`src/sprite_pkg.sv`:
```
`default_nettype none

package sprite_pkg;

    localparam int coord_w = 16;

    typedef logic signed [coord_w-1:0] coord_t;
    typedef logic [15:0] color_t;
    typedef logic [5:0] step_t;    // mesh step 0..47
    typedef logic [1:0] lane_t;    // 0 left, 1 middle, 2/3 right

    localparam step_t box_steps = 6'd30;
    localparam step_t mesh_steps = 6'd48;

    // lane edges in x
    localparam coord_t left_lane_left = -16'sd112;
    localparam coord_t left_lane_right = -16'sd80;
    localparam coord_t mid_lane_left = -16'sd16;
    localparam coord_t mid_lane_right = 16'sd16;
    localparam coord_t right_lane_left = 16'sd80;
    localparam coord_t right_lane_right = 16'sd112;

    localparam coord_t depth_close = 16'sd176;
    localparam coord_t depth_far = 16'sd208;
    localparam coord_t ground_y = 16'sd128;
    localparam coord_t lane_start_z = 16'sd64;
    localparam coord_t lane_end_z = 16'sd512;
    localparam coord_t line_width = 16'sd4;

    typedef enum logic [2:0] {
        FRONT,
        SIDE_LEFT,
        SIDE_RIGHT,
        TOP,
        BOTTOM,
        LANE_LINE
    } face_e;

    typedef enum logic {
        IDLE,
        ACTIVE
    } seq_state_e;

    function automatic color_t face_color(face_e face);
        case (face)
            FRONT:      face_color = 16'h0400;
            SIDE_LEFT:  face_color = 16'h0200;
            SIDE_RIGHT: face_color = 16'h0200; // same shade as the left side
            TOP:        face_color = 16'h1404;
            BOTTOM:     face_color = 16'h2204;
            LANE_LINE:  face_color = 16'h0000; // black lines
            default:    face_color = 16'h0000;
        endcase
    endfunction

endpackage

`default_nettype wire

```
`src/vertex_step_if.sv`:
```
`timescale 1ns/1ps
`default_nettype none

interface vertex_step_if import sprite_pkg::*; ();

    step_t  step;
    logic   step_valid;
    logic   tri_start;   // first vertex of a triangle
    coord_t lane_left;
    coord_t lane_right;
    coord_t top_y;       // negated player height
    logic   ducking;

    modport seq (
        output step, step_valid, tri_start, lane_left, lane_right, top_y, ducking
    );

    modport sink (
        input step, step_valid, tri_start, lane_left, lane_right, top_y, ducking
    );

endinterface

`default_nettype wire

```
`src/sprite_sequencer.sv`:
```
`timescale 1ns/1ps
`default_nettype none

module sprite_sequencer import sprite_pkg::*; (
    input wire clk,
    input wire rst,
    input wire activate,
    input wire coord_t player_height,
    input wire lane_t player_lane,
    input wire ducking,
    vertex_step_if.seq steps,
    output logic busy
);

    seq_state_e state;
    step_t step;
    logic [1:0] mod3;
    logic accept;
    coord_t lane_left;
    coord_t lane_right;
    coord_t top_y;
    logic duck_latched;

    assign accept = (state == IDLE) && activate;
    // also high on the accepting cycle so active lines up with edge A
    assign busy = accept || (state == ACTIVE);

    always_ff @(posedge clk) begin
        if (rst) begin
            state <= IDLE;
            step <= '0;
            mod3 <= '0;
        end else if (accept) begin
            state <= ACTIVE;
            step <= '0;
            mod3 <= '0;
        end else if (state == ACTIVE) begin
            if (step == mesh_steps - 6'd1) begin
                state <= IDLE;
                step <= '0;
                mod3 <= '0;
            end else begin
                step <= step + 6'd1;
                mod3 <= (mod3 == 2'd2) ? 2'd0 : mod3 + 2'd1;
            end
        end
    end

    // run parameters, held for the whole mesh
    always_ff @(posedge clk) begin
        if (accept) begin
            case (player_lane)
                2'd0: begin
                    lane_left <= left_lane_left;
                    lane_right <= left_lane_right;
                end
                2'd1: begin
                    lane_left <= mid_lane_left;
                    lane_right <= mid_lane_right;
                end
                default: begin
                    lane_left <= right_lane_left;
                    lane_right <= right_lane_right;
                end
            endcase
            top_y <= -player_height;
            duck_latched <= ducking;
        end
    end

    assign steps.step = step;
    assign steps.step_valid = (state == ACTIVE);
    assign steps.tri_start = (mod3 == 2'd0);
    assign steps.lane_left = lane_left;
    assign steps.lane_right = lane_right;
    assign steps.top_y = top_y;
    assign steps.ducking = duck_latched;

endmodule

`default_nettype wire

```
`src/player_box_geometry.sv`:
```
`timescale 1ns/1ps
`default_nettype none

module player_box_geometry import sprite_pkg::*; #(
    parameter coord_t stand_height = 16'sd32,
    parameter coord_t duck_height = 16'sd16
) (
    vertex_step_if.sink steps,
    output coord_t box_x,
    output coord_t box_y,
    output coord_t box_z,
    output face_e box_face
);

    logic [2:0] corner; // {x right, y bottom, z far}
    coord_t bottom_y;

    assign bottom_y = steps.top_y - (steps.ducking ? duck_height : stand_height);

    always_comb begin
        case (steps.step)
            6'd0:  corner = 3'b000; // front
            6'd1:  corner = 3'b100;
            6'd2:  corner = 3'b010;
            6'd3:  corner = 3'b010;
            6'd4:  corner = 3'b100;
            6'd5:  corner = 3'b110;
            6'd6:  corner = 3'b000; // left side
            6'd7:  corner = 3'b010;
            6'd8:  corner = 3'b011;
            6'd9:  corner = 3'b011;
            6'd10: corner = 3'b001;
            6'd11: corner = 3'b000;
            6'd12: corner = 3'b100; // right side
            6'd13: corner = 3'b110;
            6'd14: corner = 3'b111;
            6'd15: corner = 3'b111;
            6'd16: corner = 3'b101;
            6'd17: corner = 3'b100;
            6'd18: corner = 3'b000; // top
            6'd19: corner = 3'b100;
            6'd20: corner = 3'b101;
            6'd21: corner = 3'b101;
            6'd22: corner = 3'b001;
            6'd23: corner = 3'b000;
            6'd24: corner = 3'b010; // bottom
            6'd25: corner = 3'b110;
            6'd26: corner = 3'b111;
            6'd27: corner = 3'b111;
            6'd28: corner = 3'b011;
            6'd29: corner = 3'b010;
            default: corner = 3'b000;
        endcase
    end

    assign box_x = corner[2] ? steps.lane_right : steps.lane_left;
    assign box_y = corner[1] ? bottom_y : steps.top_y;
    assign box_z = corner[0] ? depth_far : depth_close;

    always_comb begin
        if (steps.step < 6'd6) begin
            box_face = FRONT;
        end else if (steps.step < 6'd12) begin
            box_face = SIDE_LEFT;
        end else if (steps.step < 6'd18) begin
            box_face = SIDE_RIGHT;
        end else if (steps.step < 6'd24) begin
            box_face = TOP;
        end else begin
            box_face = BOTTOM;
        end
    end

endmodule

`default_nettype wire

```
`src/lane_line_geometry.sv`:
```
`timescale 1ns/1ps
`default_nettype none

module lane_line_geometry import sprite_pkg::*; (
    vertex_step_if.sink steps,
    output coord_t line_x,
    output coord_t line_y,
    output coord_t line_z
);

    step_t rel;            // step within the lane part
    logic [2:0] edge_idx;
    logic [1:0] corner_idx;
    coord_t edge_x;
    coord_t inner_x;

    assign rel = steps.step - box_steps;
    assign edge_idx = 3'(rel / 6'd3);
    assign corner_idx = 2'(rel % 6'd3);

    always_comb begin
        case (edge_idx)
            3'd0: edge_x = left_lane_left;
            3'd1: edge_x = left_lane_right;
            3'd2: edge_x = mid_lane_left;
            3'd3: edge_x = mid_lane_right;
            3'd4: edge_x = right_lane_left;
            3'd5: edge_x = right_lane_right;
            default: edge_x = left_lane_left;
        endcase
    end

    // thin side grows into the lane
    assign inner_x = edge_idx[0] ? edge_x - line_width : edge_x + line_width;

    assign line_x = (corner_idx == 2'd1) ? inner_x : edge_x;
    assign line_y = ground_y;
    assign line_z = (corner_idx == 2'd2) ? lane_end_z : lane_start_z;

endmodule

`default_nettype wire

```
`src/vertex_output_stage.sv`:
```
`timescale 1ns/1ps
`default_nettype none

module vertex_output_stage import sprite_pkg::*; #(
    parameter coord_t z_offset = 16'sd0
) (
    input wire clk,
    input wire rst,
    input wire busy,
    input wire coord_t box_x,
    input wire coord_t box_y,
    input wire coord_t box_z,
    input wire face_e box_face,
    input wire coord_t line_x,
    input wire coord_t line_y,
    input wire coord_t line_z,
    vertex_step_if.sink steps,
    output logic [3*coord_w-1:0] vertex,
    output color_t color,
    output logic new_triangle,
    output logic active
);

    logic in_box;
    coord_t sel_x;
    coord_t sel_y;
    coord_t sel_z;
    face_e face;

    assign in_box = steps.step < box_steps;
    assign sel_x = in_box ? box_x : line_x;
    assign sel_y = in_box ? box_y : line_y;
    assign sel_z = (in_box ? box_z : line_z) + z_offset;
    assign face = in_box ? box_face : LANE_LINE;

    always_ff @(posedge clk) begin
        if (rst) begin
            active <= 1'b0;
            new_triangle <= 1'b0;
        end else begin
            active <= busy;
            new_triangle <= steps.step_valid && steps.tri_start;
        end
    end

    // vertex and colour hold between runs
    always_ff @(posedge clk) begin
        if (steps.step_valid) begin
            vertex <= {sel_x, sel_y, sel_z};
            color <= face_color(face);
        end
    end

endmodule

`default_nettype wire

```
`src/sprite_creator.sv`:
```
`timescale 1ns/1ps
`default_nettype none

module sprite_creator import sprite_pkg::*; #(
    parameter coord_t stand_height = 16'sd32,
    parameter coord_t duck_height = 16'sd16,
    parameter coord_t z_offset = 16'sd0
) (
    input wire clk,
    input wire rst,
    input wire coord_t player_height,
    input wire lane_t player_lane,
    input wire activate,       // one-cycle strobe
    input wire ducking,
    output logic [3*coord_w-1:0] vertex,
    output color_t color,
    output logic new_triangle,
    output logic active
);

    vertex_step_if steps_if ();

    logic busy;
    coord_t box_x;
    coord_t box_y;
    coord_t box_z;
    face_e box_face;
    coord_t line_x;
    coord_t line_y;
    coord_t line_z;

    sprite_sequencer seq0 (
        .clk(clk),
        .rst(rst),
        .activate(activate),
        .player_height(player_height),
        .player_lane(player_lane),
        .ducking(ducking),
        .steps(steps_if.seq),
        .busy(busy)
    );

    player_box_geometry #(
        .stand_height(stand_height),
        .duck_height(duck_height)
    ) box0 (
        .steps(steps_if.sink),
        .box_x(box_x),
        .box_y(box_y),
        .box_z(box_z),
        .box_face(box_face)
    );

    lane_line_geometry lines0 (
        .steps(steps_if.sink),
        .line_x(line_x),
        .line_y(line_y),
        .line_z(line_z)
    );

    vertex_output_stage #(
        .z_offset(z_offset)
    ) out0 (
        .clk(clk),
        .rst(rst),
        .busy(busy),
        .box_x(box_x),
        .box_y(box_y),
        .box_z(box_z),
        .box_face(box_face),
        .line_x(line_x),
        .line_y(line_y),
        .line_z(line_z),
        .steps(steps_if.sink),
        .vertex(vertex),
        .color(color),
        .new_triangle(new_triangle),
        .active(active)
    );

endmodule

`default_nettype wire

```
`config.mk`:
```
export PLATFORM = sky130hd
export DESIGN_NAME = sprite_creator
export DESIGN_NICKNAME = d
export VERILOG_FILES = /design/src/sprite_pkg.sv /design/src/vertex_step_if.sv /design/src/sprite_sequencer.sv /design/src/player_box_geometry.sv /design/src/lane_line_geometry.sv /design/src/vertex_output_stage.sv /design/src/sprite_creator.sv
export SDC_FILE = /design/constraint.sdc
export NUM_CORES = 1
export LEC_CHECK = 0
export ABC_AREA = 1
export BUFFER_PORTS_ARGS = -buffer_cell sky130_fd_sc_hd__buf_2
export CORE_ASPECT_RATIO = 0.7
export CORE_UTILIZATION = 30
export DETAILED_ROUTE_END_ITERATION = 12
export PLACE_DENSITY = 0.53
export SKIP_LAST_GASP = 1
export SLEW_MARGIN = 20
export SYNTH_ARGS = -nofsm -noshare
export SYNTH_HDL_FRONTEND = slang
export SYNTH_SLANG_ARGS = --single-unit
```
`constraint.sdc`:
```
create_clock -name clk -period 3.5 [get_ports clk]
set_input_delay 0 -clock clk [delete_from_list [all_inputs] [get_ports clk]]
set_output_delay 0 -clock clk [all_outputs]
set_load 0.1 [all_outputs]
```
==> impl_results.md <==
* Starting Density at roughly a third
* Largest net degree at the start of global routing at 27
* RePlAce Congestion at around 0.8
* Fin Hold WS at approximately 0.011 ns
* Critical Path RT at about 3.6 ns
* Final Hold Fails at 0
* Post-Syn Area at ~4000 um^2
* H-tree depth at 3
* Post-synth top area share at between 40% and 50%
* TritonCTS clock tree: yes
* Syn Area/Cell at between 9 and 10 um^2
* Gate Count Post-Synth at between 400 and 500
* Die height at between 90 and 100 um
* DRC at 0
* F_max at approximately 0.3 GHz
* Worst slew pin tran at a little under 0.6 ns
* PD cells at roughly 460 nW/um^2
* First-pass GRT wire length at 13400 um
* Max incr delay on CP at about 0.38 ns
* Yosys warnings at 0
* Wire per inst at ~12 um
* Later-pin clock latency in the skew report at about 0.33 ns
* P_int at ~1.6 mW
* Die area at between 10000 and 15000 um^2
* Synth Register Bits at 69
* Max Cap Viol at 0
* Primary FF master, synth: edfxtp_1
* Worst Setup Start Kind: register
* CP Capture Type: register
* Combinational power share at about 20%
* Clk sinks at 69
* Gr ovfl total at 0
* Flop pwr share at between 40% and 50%
* Number of global-route vias before repair at between 2000 and 3000
* Post-synth EDFFs at 55
* Die width at 140 um
* Async S/R FF share, synth at 0%
* Top Family by Delay on Critical Path: simple AND/OR/NAND/NOR gates
* Dominant cells by area after synthesis: edfxtp_1 41%, dfxtp_1 7.0%, nand2_1 6.8%
* Row Count at 34
* Slowest CP cell: dfxtp_4
* CTS buffer count at 9
* Drt first pass iters at 5
* Area of the multi-input gates at approximately 1700 um^2
* Net Sw Frac at 32.8%
* Worst vdd ir at approximately 230 uV
* Most common cell after layout, fill and taps aside: nand2_1
* Clock skew at slightly below 0.004 ns
* Reg2reg end: out0.vertex[38]
* Hold Path End: seq0.steps.top_y[8]
* DRT iter0 DRCs at ~120
* Area delta synth->final at 26.1%
* I/O pin cnt at between 80 and 90
* Relative slew slack at between 60% and 70%
* Port bufs at 63
* Nets at approximately 580
* Status: complete, no violations
* Layout filler cell count at between 1000 and 1500
* Crit share post-route at 95.6%
* CTS Buffer Depth at 2
* P_sw at between 700 and 800 uW
* Slew Viols, Final at 0
* Core ar. at 12800 um^2
* Clock share of power at approximately 39%
* Reg2reg path depth at 24
* WP buf/inv at 5
* Core Util, Final at about two fifths
* FF-to-FF Start: seq0.steps.step[1]
* Fin crit period at 3.35 ns
* Critical path, cell by cell: inv_2 > ha_4 > nand2_1 > inv_1 > nand3_2 > inv_2 > nand4_1 > nand3_2 > nand2_2 > nand3_2 > inv_1 > ha_2 > inv_2 > nand3_4 > nor2_4 > nand2_4 > xor2_2 > ha_2 > or2_4 > nand3b_1 > nand3b_1 > nand2_1 > nand3_1 > nand2_1
* Worst EP arrival at 3.43 ns
* Post-DP HPWL at roughly 6200 um
* Drt total wl at approximately 8400 um
* Hold WC Path Type: input pin to register
* Routed via count at 3089
* Static Leak at between 2 and 2.5 nW
* Worst-path clk slew at around 0.06 ns
* Hold path start: player_height[8]
* Initial antenna violation count at 1
* Sequential area share after synthesis at between 40% and 50%
* R2R setup slack at 0.15 ns
* Vias per inst at 4.34
* Register area at 1940 um^2
* Root buffer cell: clkbuf_16
* Leading area contributor after synthesis: edfxtp_1
* Total Routing Usage GR at between 10% and 20%
* Fraction of layout cells with a size suffix above 1 at between 20% and 30%
* Endpoints failing setup at 0
* Hold Path Stages at 2
* Most frequent cells in the layout: 70 x nand2_1, 65 x inv_1, 63 x buf_2
* Crit path kind: register to register
* Post-route ant nets at 0
* Worst Path Max Fanout at 4
* Cell variety after synth at 44
-- cell families (layout without fill, tap and decap cells) --
| family | after synthesis | count (layout) | synth area share [%] |
|---|---|---|---|
| xor+xnor | 21 | 21 | 4.57 |
| compound gates | 40 | 40 | 5.94 |
| flops | 69 | 69 | 48.0 |
| mux | 3 | 3 | 0.840 |
| fa+ha+maj | 14 | 14 | 4.54 |
| other cells | 1 | 25 | 0.0932 |
| simple gates | 184 | 184 | 21.9 |
| buf+inv | 114 | 193 | 14.1 |
-- layout make-up --
cell class / count / area share, %
clock buffer: 9 / 4.44
sequential: 69 / 38.3
timing repair buffer: 100 / 12.4
multi-input combinational: 286 / 33.7
antenna: 1 / 0.0493
inverter: 77 / 5.75
clock inverter: 7 / 1.48
tap: 162 / 4.00
-- registers in the layout, indices dropped and copies added, names as in the netlist, named ones only --
register,flops
out0.vertex,27
seq0.steps.top_y,16
seq0.steps.step,6
out0.color,5
seq0.steps.lane_left,3
seq0.steps.lane_right,3
seq0.mod3,2
out0.active,1
out0.new_triangle,1
seq0.steps.ducking,1
seq0.steps.step_valid,1
-- worst register-to-register path: stages, from the launching register on --
cell      delay [ns]
dfxtp_4         0.38
inv_2           0.06
ha_4            0.26
nand2_1         0.05
inv_1           0.06
nand3_2         0.08
inv_2           0.09
nand4_1         0.13
nand3_2         0.14
nand2_2         0.07
nand3_2         0.07
inv_1           0.06
ha_2            0.18
inv_2           0.07
nand3_4         0.09
nor2_4          0.12
nand2_4         0.07
xor2_2          0.15
ha_2            0.19
or2_4           0.26
nand3b_1        0.19
nand3b_1        0.13
nand2_1         0.08
nand3_1         0.07
nand2_1         0.06
-- stage by stage --
step | power, mW | TNS, ns | worst slack, ns | cells | cell area (um^2)
after CTS | 2.35 | 0 | 0.00589 | 704 | 4940
after detailed placement | 1.42 | -0.682 | -0.139 | 675 | 4490
final | 2.32 | 0 | 0.154 | 711 | 5070
after global routing | 2.41 | -0.269 | -0.0639 | 711 | 5070
after floorplan | 1.37 | 0 | 0.00939 | 469 | 4110
after global placement | 1.41 | 0 | 0.0131 | 675 | 4490
-- power by group through the flow --
stage	clock network, mW	registers (mW)	logic, mW
finish	0.916	0.949	0.460
global route	0.973	0.953	0.483
CTS	0.944	0.950	0.458
detailed placement	0	0.968	0.448
global placement	0	0.967	0.445
floorplan	0	1.10	0.266
-- metal layers --
layer	GRT usage, %	vias to the layer above	part of all wire, %
li1	-	1592	-
met1	17.3	1387	51
met2	18.0	97	41
met3	4.52	13	7.0
met4	4.31	0	1.4
met5	0	-	0
-- what timing repair did --
| item | in CTS | in global routing |
|---|---|---|
| endpoints found under the setup margin | 6 | 7 |
| hold endpoints to repair | 15 | 1 |
| gates resized for setup | 8 | 23 |
| buffers inserted | 2 | 5 |
| pin swaps | 7 | 20 |
| hold buffers | 11 | 1 |
-- Yosys cell counts, drive strengths merged (2+ instances only) --
cell and instances:
xnor2 4, clkinv 2, o21a 2, a21oi 11
nand3b 5, nor3 7, ha 13, xor2 17
mux2 3, dfxtp 14, nand3 28, clkbuf 2
o21ai 17, nor4 5, nand2 86, inv 75
buf 35, edfxtp 55, nor2 45, nand4 6
o211ai 3
-- how the worst max path moves through the flow --
stage	startpoint	endpoint	slack [ns]	cells after the start
final	seq0.steps.step[1]	out0.vertex[38]	0.15	24
after CTS	seq0.steps.step[1]	out0.vertex[38]	0.006	25
after global routing	seq0.steps.step[1]	out0.vertex[38]	-0.06	24
after floorplan	seq0.steps.step[1]	out0.vertex[6]	0.009	26
after detailed placement	seq0.steps.step[2]	out0.vertex[38]	-0.14	23
after global placement	seq0.steps.step[2]	out0.vertex[6]	0.01	24
(Power assumes the default switching activity.)
